==> config.mk <==
export PLATFORM = sky130hd
export DESIGN_NAME = dotp_top
export DESIGN_NICKNAME = d
export VERILOG_FILES = /design/src/dotp_pkg.sv /design/src/operand_bank.sv /design/src/dot4_dsp.sv /design/src/dot_accumulator.sv /design/src/dotp_ctrl.sv /design/src/dotp_top.sv
export SDC_FILE = /design/constraint.sdc
export NUM_CORES = 2
export LEC_CHECK = 0
export BUFFER_PORTS_ARGS = -buffer_cell sky130_fd_sc_hd__buf_2
export CORE_MARGIN = 2
export CORE_UTILIZATION = 46
export DETAILED_ROUTE_END_ITERATION = 8
export HOLD_SLACK_MARGIN = 0.06
export PLACE_DENSITY = 0.72
export SYNTH_ARGS = -nofsm -noshare
export SYNTH_HDL_FRONTEND = slang
export SYNTH_SLANG_ARGS = --single-unit
==> constraint.sdc <==
create_clock -name clk -period 12.5 [get_ports clk]
set_input_delay 2.5 -clock clk [delete_from_list [all_inputs] [get_ports clk]]
set_output_delay 2.5 -clock clk [all_outputs]
set_load 0.01 [all_outputs]
==> src/dotp_pkg.sv <==
// Dot-product accelerator package
// Widths, register map, AXI response codes and the opcode and FSM state types
`default_nettype none

package dotp_pkg;

   // Datapath geometry
   localparam int data_width = 8;
   localparam int lanes      = 4;
   localparam int word_width = lanes * data_width;
   localparam int depth      = 16;
   localparam int addr_width = 4;
   // Two guard bits cover the sum of four full-scale lane products
   localparam int prod_width = 2 * data_width + 2;
   localparam int acc_width  = 32;

   // AXI4-Lite geometry
   localparam int axi_addr_width = 8;
   localparam int axi_data_width = 32;

   // ------------------------------------------------------------------------
   // Register map (byte addresses)
   // ------------------------------------------------------------------------
   localparam logic [axi_addr_width-1:0] reg_ctrl    = 8'h00;
   localparam logic [axi_addr_width-1:0] reg_status  = 8'h04;
   localparam logic [axi_addr_width-1:0] reg_len     = 8'h08;
   localparam logic [axi_addr_width-1:0] reg_result  = 8'h0C;
   localparam logic [axi_addr_width-1:0] bank_a_base = 8'h40;
   localparam logic [axi_addr_width-1:0] bank_b_base = 8'h80;

   localparam logic [1:0] resp_okay   = 2'b00;
   localparam logic [1:0] resp_slverr = 2'b10;

   // The last code is reserved and is refused with SLVERR
   typedef enum logic [1:0] {
      OP_DOT     = 2'd0,
      OP_DOT_ACC = 2'd1,
      OP_CLEAR   = 2'd2,
      OP_RSVD    = 2'd3
   } dotp_op_e;

   typedef enum logic [1:0] {
      ST_IDLE, ST_CLEAR, ST_ISSUE, ST_DRAIN
   } ctrl_state_e;

endpackage

`default_nettype wire

==> src/operand_bank.sv <==
// Operand banks A and B
// Host writes through the register port, registered reads for the stream and readback
`timescale 1ns/1ps
`default_nettype none

module operand_bank (
   input  logic                           clk,
   input  logic                           wr_en,
   input  logic                           wr_sel,
   input  logic [dotp_pkg::addr_width-1:0] wr_addr,
   input  logic [dotp_pkg::word_width-1:0] wr_data,
   input  logic [dotp_pkg::addr_width-1:0] rd_addr,
   input  logic                           rb_sel,
   input  logic [dotp_pkg::addr_width-1:0] rb_addr,
   output logic [dotp_pkg::word_width-1:0] rd_a,
   output logic [dotp_pkg::word_width-1:0] rd_b,
   output logic [dotp_pkg::word_width-1:0] rb_data
);

   import dotp_pkg::*;

   logic [word_width-1:0] mem_a [depth];
   logic [word_width-1:0] mem_b [depth];

   // wr_sel low picks bank A, high picks bank B
   always_ff @(posedge clk) begin
      if (wr_en) begin
         if (wr_sel) begin
            mem_b[wr_addr] <= wr_data;
         end else begin
            mem_a[wr_addr] <= wr_data;
         end
      end
   end

   // Streaming port reads both banks at the same index
   always_ff @(posedge clk) begin
      rd_a <= mem_a[rd_addr];
      rd_b <= mem_b[rd_addr];
   end

   // Readback port for the host, same one-cycle latency as the stream
   always_ff @(posedge clk) begin
      if (rb_sel) begin
         rb_data <= mem_b[rb_addr];
      end else begin
         rb_data <= mem_a[rb_addr];
      end
   end

endmodule

`default_nettype wire

==> src/dot4_dsp.sv <==
// Four-lane signed dot product with skewed lanes and a systolic adder chain
// Result and valid/last sideband appear four enabled cycles after the input word
`timescale 1ns/1ps
`default_nettype none

module dot4_dsp (
   input  logic                                  clk,
   input  logic                                  arst_n,
   input  logic                                  ena,
   input  logic                                  in_valid,
   input  logic                                  in_last,
   input  logic        [dotp_pkg::word_width-1:0] a_word,
   input  logic        [dotp_pkg::word_width-1:0] b_word,
   output logic                                  out_valid,
   output logic                                  out_last,
   output logic signed [dotp_pkg::prod_width-1:0] res
);

   import dotp_pkg::*;

   // Lane operands once lined up with their stage of the chain
   logic signed [data_width-1:0]   a_al [lanes];
   logic signed [data_width-1:0]   b_al [lanes];
   logic signed [2*data_width-1:0] prod [lanes];
   // Running partial sum, one register per lane stage
   logic signed [prod_width-1:0]   psum [lanes];
   logic [lanes-1:0]               vld_sr;
   logic [lanes-1:0]               lst_sr;

   // ------------------------------------------------------------------------
   // Lane skew
   // ------------------------------------------------------------------------
   // Lane k is held k stages so it meets the partial sum at stage k
   for (genvar k = 0; k < lanes; k++) begin : g_lane
      if (k == 0) begin : g_direct
         assign a_al[k] = a_word[data_width-1:0];
         assign b_al[k] = b_word[data_width-1:0];
      end else begin : g_skew
         logic signed [data_width-1:0] a_sr [k];
         logic signed [data_width-1:0] b_sr [k];

         always_ff @(posedge clk) begin
            if (ena) begin
               a_sr[0] <= a_word[k*data_width +: data_width];
               b_sr[0] <= b_word[k*data_width +: data_width];
               for (int j = 1; j < k; j++) begin
                  a_sr[j] <= a_sr[j-1];
                  b_sr[j] <= b_sr[j-1];
               end
            end
         end

         assign a_al[k] = a_sr[k-1];
         assign b_al[k] = b_sr[k-1];
      end
      assign prod[k] = a_al[k] * b_al[k];
   end

   // ------------------------------------------------------------------------
   // Systolic chain
   // ------------------------------------------------------------------------
   // Stages 0 and 1 are the first dot2 pair, its stage 1 sum is the chain
   // into the second pair at stages 2 and 3, whose last register is the output
   always_ff @(posedge clk) begin
      if (ena) begin
         psum[0] <= prod[0];
         for (int k = 1; k < lanes; k++) begin
            psum[k] <= psum[k-1] + prod[k];
         end
      end
   end

   // Sideband travels with the partial sum
   always_ff @(posedge clk or negedge arst_n) begin
      if (!arst_n) begin
         vld_sr <= '0;
         lst_sr <= '0;
      end else if (ena) begin
         vld_sr <= {vld_sr[lanes-2:0], in_valid};
         lst_sr <= {lst_sr[lanes-2:0], in_last};
      end
   end

   assign res       = psum[lanes-1];
   assign out_valid = vld_sr[lanes-1];
   assign out_last  = lst_sr[lanes-1];

endmodule

`default_nettype wire

==> src/dot_accumulator.sv <==
// Result accumulator
// Sums sign-extended dot products and flags the end of a run
`timescale 1ns/1ps
`default_nettype none

module dot_accumulator (
   input  logic                                  clk,
   input  logic                                  arst_n,
   input  logic                                  clear,
   input  logic                                  valid,
   input  logic                                  last,
   input  logic signed [dotp_pkg::prod_width-1:0] res,
   output logic signed [dotp_pkg::acc_width-1:0]  result,
   output logic                                  done
);

   import dotp_pkg::*;

   logic signed [acc_width-1:0] res_ext;

   assign res_ext = {{(acc_width-prod_width){res[prod_width-1]}}, res};

   // Clear wins over a term arriving in the same cycle
   // The sum wraps at acc_width bits
   always_ff @(posedge clk or negedge arst_n) begin
      if (!arst_n) begin
         result <= '0;
         done   <= 1'b0;
      end else begin
         done <= valid && last && !clear;
         if (clear) begin
            result <= '0;
         end else if (valid) begin
            result <= result + res_ext;
         end
      end
   end

endmodule

`default_nettype wire

==> src/dotp_ctrl.sv <==
// Accelerator control
// AXI4-Lite slave, register file, bank access and the run sequencer
`timescale 1ns/1ps
`default_nettype none

module dotp_ctrl (
   input  logic                                clk,
   input  logic                                arst_n,
   input  logic [dotp_pkg::axi_addr_width-1:0] s_axi_awaddr,
   input  logic                                s_axi_awvalid,
   output logic                                s_axi_awready,
   input  logic [dotp_pkg::axi_data_width-1:0] s_axi_wdata,
   input  logic                                s_axi_wvalid,
   output logic                                s_axi_wready,
   output logic [1:0]                          s_axi_bresp,
   output logic                                s_axi_bvalid,
   input  logic                                s_axi_bready,
   input  logic [dotp_pkg::axi_addr_width-1:0] s_axi_araddr,
   input  logic                                s_axi_arvalid,
   output logic                                s_axi_arready,
   output logic [dotp_pkg::axi_data_width-1:0] s_axi_rdata,
   output logic [1:0]                          s_axi_rresp,
   output logic                                s_axi_rvalid,
   input  logic                                s_axi_rready,
   input  logic [dotp_pkg::word_width-1:0]     bank_rdata,
   input  logic [dotp_pkg::acc_width-1:0]      acc_result,
   input  logic                                acc_done,
   output logic                                wr_en,
   output logic                                wr_sel,
   output logic [dotp_pkg::addr_width-1:0]     wr_addr,
   output logic [dotp_pkg::word_width-1:0]     wr_data,
   output logic [dotp_pkg::addr_width-1:0]     rd_addr,
   output logic                                rb_sel,
   output logic [dotp_pkg::addr_width-1:0]     rb_addr,
   output logic                                ena,
   output logic                                in_valid,
   output logic                                in_last,
   output logic                                acc_clear
);

   import dotp_pkg::*;

   ctrl_state_e                state;
   dotp_op_e                   op_q;
   dotp_op_e                   cmd_op;
   logic [addr_width-1:0]      len_q;
   logic [addr_width-1:0]      issue_addr;
   logic                       busy;
   logic                       done_q;
   logic                       wr_hs;
   logic                       wr_err;
   logic                       wr_ctrl;
   logic                       start;
   logic                       ar_hs;
   logic                       rd_bank_q;
   logic [axi_data_width-1:0]  rdata_q;
   logic [axi_data_width-1:0]  reg_rdata;

   // Banks sit at 0x40 and 0x80, each 16 words
   function automatic logic is_bank(input logic [axi_addr_width-1:0] a);
      return (a[7:6] == bank_a_base[7:6]) || (a[7:6] == bank_b_base[7:6]);
   endfunction

   // Registers occupy the first 16 bytes
   function automatic logic is_reg(input logic [axi_addr_width-1:0] a);
      return a[7:4] == 4'h0;
   endfunction

   // ------------------------------------------------------------------------
   // Write channel
   // ------------------------------------------------------------------------
   // Address and data are taken together in a single-cycle ready pulse
   assign s_axi_wready = s_axi_awready;
   assign wr_hs   = s_axi_awready && s_axi_awvalid && s_axi_wvalid;
   assign cmd_op  = dotp_op_e'(s_axi_wdata[2:1]);
   assign wr_ctrl = s_axi_awaddr[7:2] == reg_ctrl[7:2];
   assign wr_err  = !(is_reg(s_axi_awaddr) || is_bank(s_axi_awaddr)) ||
                    (wr_ctrl && cmd_op == OP_RSVD);
   // Writes while busy are answered but have no effect
   assign start   = wr_hs && wr_ctrl && s_axi_wdata[0] && !busy && cmd_op != OP_RSVD;

   always_ff @(posedge clk or negedge arst_n) begin
      if (!arst_n) begin
         s_axi_awready <= 1'b0;
         s_axi_bvalid  <= 1'b0;
         s_axi_bresp   <= resp_okay;
      end else begin
         s_axi_awready <= s_axi_awvalid && s_axi_wvalid && !s_axi_bvalid && !s_axi_awready;
         if (wr_hs) begin
            s_axi_bvalid <= 1'b1;
            s_axi_bresp  <= wr_err ? resp_slverr : resp_okay;
         end else if (s_axi_bready) begin
            s_axi_bvalid <= 1'b0;
         end
      end
   end

   assign wr_en   = wr_hs && is_bank(s_axi_awaddr) && !busy;
   assign wr_sel  = s_axi_awaddr[7:6] == bank_b_base[7:6];
   assign wr_addr = s_axi_awaddr[5:2];
   assign wr_data = s_axi_wdata;

   // ------------------------------------------------------------------------
   // Read channel
   // ------------------------------------------------------------------------
   assign s_axi_arready = !s_axi_rvalid;
   assign ar_hs   = s_axi_arvalid && s_axi_arready;
   assign rb_sel  = s_axi_araddr[7:6] == bank_b_base[7:6];
   assign rb_addr = s_axi_araddr[5:2];

   // CTRL and unmapped locations read as zero
   always_comb begin
      reg_rdata = '0;
      if (is_reg(s_axi_araddr)) begin
         case (s_axi_araddr[3:2])
            reg_status[3:2]: reg_rdata = {{(axi_data_width-2){1'b0}}, done_q, busy};
            reg_len[3:2]:    reg_rdata = {{(axi_data_width-addr_width){1'b0}}, len_q};
            reg_result[3:2]: reg_rdata = acc_result;
            default:         reg_rdata = '0;
         endcase
      end
   end

   // Bank data arrives in the first rvalid cycle and is captured there so it
   // stays stable while the host stalls the response
   always_ff @(posedge clk or negedge arst_n) begin
      if (!arst_n) begin
         s_axi_rvalid <= 1'b0;
         s_axi_rresp  <= resp_okay;
         rd_bank_q    <= 1'b0;
         rdata_q      <= '0;
      end else if (ar_hs) begin
         s_axi_rvalid <= 1'b1;
         s_axi_rresp  <= (is_reg(s_axi_araddr) || is_bank(s_axi_araddr)) ?
                         resp_okay : resp_slverr;
         rd_bank_q    <= is_bank(s_axi_araddr);
         rdata_q      <= reg_rdata;
      end else begin
         if (s_axi_rready) begin
            s_axi_rvalid <= 1'b0;
         end
         if (rd_bank_q) begin
            rdata_q   <= bank_rdata;
            rd_bank_q <= 1'b0;
         end
      end
   end

   assign s_axi_rdata = rd_bank_q ? bank_rdata : rdata_q;

   // ------------------------------------------------------------------------
   // Run sequencer
   // ------------------------------------------------------------------------
   always_ff @(posedge clk or negedge arst_n) begin
      if (!arst_n) begin
         state      <= ST_IDLE;
         op_q       <= OP_DOT;
         len_q      <= '0;
         issue_addr <= '0;
         done_q     <= 1'b0;
      end else begin
         case (state)
            ST_IDLE: begin
               if (wr_hs && s_axi_awaddr[7:2] == reg_len[7:2]) begin
                  len_q <= s_axi_wdata[addr_width-1:0];
               end
               if (start) begin
                  op_q       <= cmd_op;
                  issue_addr <= '0;
                  done_q     <= 1'b0;
                  state      <= (cmd_op == OP_DOT_ACC) ? ST_ISSUE : ST_CLEAR;
               end
            end
            // OP_CLEAR ends after the clear cycle
            ST_CLEAR: begin
               if (op_q == OP_CLEAR) begin
                  done_q <= 1'b1;
                  state  <= ST_IDLE;
               end else begin
                  state <= ST_ISSUE;
               end
            end
            ST_ISSUE: begin
               issue_addr <= issue_addr + 1'b1;
               if (issue_addr == len_q) begin
                  state <= ST_DRAIN;
               end
            end
            ST_DRAIN: begin
               if (acc_done) begin
                  done_q <= 1'b1;
                  state  <= ST_IDLE;
               end
            end
            default: state <= ST_IDLE;
         endcase
      end
   end

   // Flags lag the address by one cycle to meet the registered bank data
   always_ff @(posedge clk or negedge arst_n) begin
      if (!arst_n) begin
         in_valid <= 1'b0;
         in_last  <= 1'b0;
      end else begin
         in_valid <= state == ST_ISSUE;
         in_last  <= state == ST_ISSUE && issue_addr == len_q;
      end
   end

   assign busy      = state != ST_IDLE;
   assign ena       = busy;
   assign rd_addr   = issue_addr;
   assign acc_clear = state == ST_CLEAR;

endmodule

`default_nettype wire

==> src/dotp_top.sv <==
// Dot-product accelerator top level
// Wires the control block to the operand banks, the dot4 pipeline and the accumulator
`timescale 1ns/1ps
`default_nettype none

module dotp_top (
   input  logic                                clk,
   input  logic                                arst_n,
   input  logic [dotp_pkg::axi_addr_width-1:0] s_axi_awaddr,
   input  logic                                s_axi_awvalid,
   output logic                                s_axi_awready,
   input  logic [dotp_pkg::axi_data_width-1:0] s_axi_wdata,
   input  logic                                s_axi_wvalid,
   output logic                                s_axi_wready,
   output logic [1:0]                          s_axi_bresp,
   output logic                                s_axi_bvalid,
   input  logic                                s_axi_bready,
   input  logic [dotp_pkg::axi_addr_width-1:0] s_axi_araddr,
   input  logic                                s_axi_arvalid,
   output logic                                s_axi_arready,
   output logic [dotp_pkg::axi_data_width-1:0] s_axi_rdata,
   output logic [1:0]                          s_axi_rresp,
   output logic                                s_axi_rvalid,
   input  logic                                s_axi_rready
);

   import dotp_pkg::*;

   // Bank write and read ports
   logic                   wr_en;
   logic                   wr_sel;
   logic [addr_width-1:0]  wr_addr;
   logic [word_width-1:0]  wr_data;
   logic [addr_width-1:0]  rd_addr;
   logic                   rb_sel;
   logic [addr_width-1:0]  rb_addr;
   logic [word_width-1:0]  rd_a;
   logic [word_width-1:0]  rd_b;
   logic [word_width-1:0]  rb_data;
   // Stream and result
   logic                   ena;
   logic                   in_valid;
   logic                   in_last;
   logic                   acc_clear;
   logic                   dot_valid;
   logic                   dot_last;
   logic signed [prod_width-1:0] dot_res;
   logic signed [acc_width-1:0]  acc_result;
   logic                   acc_done;

   dotp_ctrl i_dotp_ctrl (
      .clk, .arst_n,
      .s_axi_awaddr, .s_axi_awvalid, .s_axi_awready,
      .s_axi_wdata, .s_axi_wvalid, .s_axi_wready,
      .s_axi_bresp, .s_axi_bvalid, .s_axi_bready,
      .s_axi_araddr, .s_axi_arvalid, .s_axi_arready,
      .s_axi_rdata, .s_axi_rresp, .s_axi_rvalid, .s_axi_rready,
      .bank_rdata (rb_data),
      .acc_result, .acc_done,
      .wr_en, .wr_sel, .wr_addr, .wr_data,
      .rd_addr, .rb_sel, .rb_addr,
      .ena, .in_valid, .in_last, .acc_clear
   );

   operand_bank i_operand_bank (
      .clk, .wr_en, .wr_sel, .wr_addr, .wr_data,
      .rd_addr, .rb_sel, .rb_addr,
      .rd_a, .rd_b, .rb_data
   );

   dot4_dsp i_dot4_dsp (
      .clk, .arst_n, .ena, .in_valid, .in_last,
      .a_word    (rd_a),
      .b_word    (rd_b),
      .out_valid (dot_valid),
      .out_last  (dot_last),
      .res       (dot_res)
   );

   dot_accumulator i_dot_accumulator (
      .clk, .arst_n,
      .clear  (acc_clear),
      .valid  (dot_valid),
      .last   (dot_last),
      .res    (dot_res),
      .result (acc_result),
      .done   (acc_done)
   );

endmodule

`default_nettype wire

==> reports/summary.txt <==
Status: finished, final reports clean
Total die area: 0.157 mm^2
Hold Path Origin: i_operand_bank.rd_b[25]$_DFF_P_
Fin crit share: 0.466
Worst Setup End Kind: flip-flop
Core ar.: 0.154 mm^2
FF+latch count, synth: 1,380
Synth Area in XOR/XNOR: 0.0120
Final setup fails: 0
Hold crit path type: reg2reg
Max_cap viols: 0
Unrepaired setup endpoints after global routing: false
Cell count after synthesis: 4,000
First-pass detailed-route iteration total: 6
Compound-Gate Fraction of Synth Area: 0.0225
Hold-critical path depth: 0
Crit path kind: reg2reg
Largest family of logic cells by synthesized area: multiplexers
M2 GR Usage: 0.380
Vias in the first global route: 39,600
Largest net degree at the start of global routing: 143
Routed Antenna Nets: 0
Skew-Pair Late Insertion Delay: 770 ps
Area of the multi-input gates: 0.0291 mm^2
Top cells by area, synth: edfxtp_1, mux4_2, fa_1, ha_1, dfrtp_1
Area Overhead vs Synth: 10.7%
Synth Warn #: 0
Share of layout cells above drive strength 1: 0.265
Most frequent cells in the layout: edfxtp_1, mux4_2, inv_1
Worst clock skew: 28.7 ps
GRT Util Overall: 0.233
Hpwl dp: 112 mm
Via count: 38,300
Most Used Layer, Global Route: met2
# IOs: 96
Worst slew pin tran: 1230 ps
Met3 Use GR: 0.0567
Die W: 397 um
First-pass GRT wire length: 266 mm
Setup WS pre-CTS: 6250 ps
Library cells used by synthesis: 72
Placer Congestion: 0.819
Initial antenna violation count: 37
CTS tree: done
H-tree Lvls: 4
Wirelength per Cell: 28.6 um
CTS Sinks: 1,380
WL final: 180 mm
Most used flip-flop cell after synthesis: edfxtp_1
Worst path arrival time: 6320 ps
R2r worst-path depth: 16
PnR worst setup slack: 6680 ps
Adder-Cell Fraction of Synth Area: 0.117
Post-synthesis mux area share: 0.218
Crit path time final: 5820 ps
Slew Limit Fails: 0
Mapped Area: 0.0709 mm^2
Total Neg Setup Slack: 0 ps
Slew margin rel.: 0.177
CP Launch Type: flip-flop
Top cell type's share of synthesized area: 0.504
Number of flops mapped to enable cells by yosys: 1,190
Async SR Flop Fraction: 0.0681
Die height: 397 um
GRT overflow: 0
Inserted Clock Buffers: 141
Post-CTS setup buffers: 0
Met1 Use GR: 0.312
CP Max Fanout: 11
Iteration-0 DRC count of the detailed router: 4,866
Sequential area share after synthesis: 0.564
CTS Hold Bufs: 0
Cts repair resizes: 0
Reg clk slew, reported paths: 60 ps
Syn_area_per_cell: 17.7 um^2
Port bufs: 89
Worst r2r dst: i_dot4_dsp.psum[3][17]$_DFFE_PP_
Drt via density: 6.10
Final Hold Viols: 0
Root Buffer: clkbuf_16
Cell taking the most area after synthesis: edfxtp_1
Fmax: 0.172 GHz
Crit Reg-Reg Startpoint: i_dot4_dsp.g_lane[3].g_skew.b_sr[0][16]$_DFFE_PP_
Hold Crit Endpoint: i_dot4_dsp.g_lane[3].g_skew.b_sr[0][1]$_DFFE_PP_
CP required: 13,000 ps
Post-Synth Simple-Gate Area: 0.0374
R2R setup slack: 6680 ps
Nets: 4,650
Initial Util: 0.462
DRC violations left: 0
Filler cell count: 12,200
Leading cell type in the layout, fill and taps excluded: edfxtp_1
Row Count: 144
Clock Path Buffers: 3
Total area of sequential cells: 0.0400 mm^2
-- routing by layer --
layer / vias up / part of all wire
li1: 15800 / -
met1: 20400 / 0.38
met2: 1789 / 0.49
met3: 345 / 0.098
met4: 28 / 0.031
met5: - / 0.0011
-- area by class of cell --
| class | instances | share of cell area |
|---|---|---|
| diodes | 8 | 0.000255 |
| clock buffers | 202 | 0.0523 |
| clock inverters | 55 | 0.00593 |
| inverters | 353 | 0.0169 |
| multi-input cells | 2088 | 0.370 |
| flip-flops and latches | 1380 | 0.510 |
| well taps | 2044 | 0.0326 |
| repair buffers | 147 | 0.0120 |
-- sequential cells by signal, indices dropped and copies added, names as in the netlist, 2 cells and up --
name and count:
i_operand_bank.mem_a 512, i_dot4_dsp.psum 70, i_dotp_ctrl.rdata_q 32, i_dot4_dsp.vld_sr 4, i_operand_bank.mem_b 512, i_dotp_ctrl.len_q 4, i_dotp_ctrl.rd_addr 4, i_dot_accumulator.result 32
i_dot4_dsp.lst_sr 4, i_operand_bank.rd_b 32, i_dot4_dsp.g_lane.g_skew.a_sr 48, i_dotp_ctrl.state 2, i_operand_bank.rd_a 32, i_operand_bank.rb_data 32, i_dot4_dsp.g_lane.g_skew.b_sr 48, i_dotp_ctrl.op_q 2
-- stage by stage --
stage	instances	util	hold slack, ps	area (um^2)
2_1_floorplan	4001	-	386	70900
3_3_place_gp	6012	0.481	389	73900
3_5_place_dp	6012	0.481	389	73900
4_1_cts	6269	0.511	403	78500
5_1_grt	6270	0.511	407	78500
6_report	6277	0.511	402	78500
-- worst max-delay path by stage --
stage | start | to | slack [ps] | cells past startpoint
final | i_dot4_dsp.g_lane[3].g_skew.b_sr[0][16]$_DFFE_PP_ | i_dot4_dsp.psum[3][17]$_DFFE_PP_ | 6680 | 16
after global routing | i_dot4_dsp.g_lane[3].g_skew.b_sr[0][16]$_DFFE_PP_ | i_dot4_dsp.psum[3][17]$_DFFE_PP_ | 6240 | 16
after CTS | i_dot4_dsp.g_lane[3].g_skew.b_sr[0][16]$_DFFE_PP_ | i_dot4_dsp.psum[3][17]$_DFFE_PP_ | 6620 | 16
after detailed placement | s_axi_araddr[3] | i_operand_bank.rb_data[11]$_DFF_P_ | 6250 | 6
after global placement | s_axi_araddr[3] | i_operand_bank.rb_data[11]$_DFF_P_ | 6230 | 6
after floorplan | i_dotp_ctrl.state[0]$_DFFE_PN0P_ | i_dot4_dsp.lst_sr[0]$_DFFE_PN0P_ | 6180 | 4
-- synth_stat cells (5+ instances only) --
library cell / number
nor2_1: 114
nand3_1: 23
a22o_1: 29
nand4_1: 7
nand2b_1: 21
a211oi_1: 13
buf_1: 43
mux2i_1: 16
mux2_2: 78
edfxtp_1: 1190
nand2_1: 164
o21ai_0: 44
xnor2_1: 82
fa_1: 295
a31oi_1: 10
buf_2: 20
ha_1: 189
dfxtp_1: 96
a21o_1: 22
o21bai_1: 14
o311a_1: 5
xor2_1: 15
inv_1: 351
a21oi_1: 48
nor4_1: 5
and2_1: 132
nor3_1: 20
mux4_2: 640
clkbuf_1: 110
or3_1: 8
nor2b_1: 13
and3_1: 12
dfrtp_1: 94
o21a_1: 5
-- worst max-delay path, stage by stage, from the launching register on --
cell,delay (ps)
edfxtp_1,510
and2_1,620
inv_1,130
fa_1,510
inv_1,50
fa_1,480
fa_1,580
fa_1,430
fa_1,450
ha_1,330
inv_1,70
o21bai_1,90
a2111o_1,450
a41oi_1,400
o21ai_0,170
a21oi_1,190
xnor2_1,80
-- kinds of logic (layout without fill, tap and decap cells) --
| group | after synthesis | count (layout) |
|---|---|---|
| compound gates | 233 | 233 |
| xor+xnor | 97 | 97 |
| fa+ha+maj | 484 | 484 |
| buf+inv | 533 | 757 |
| flops | 1380 | 1380 |
| mux | 734 | 734 |
| other cells | 1 | 10 |
| simple gates | 538 | 538 |
Power is not shown: default switching activity piles up to over one toggle a cycle in this logic, so the estimate is an artifact.
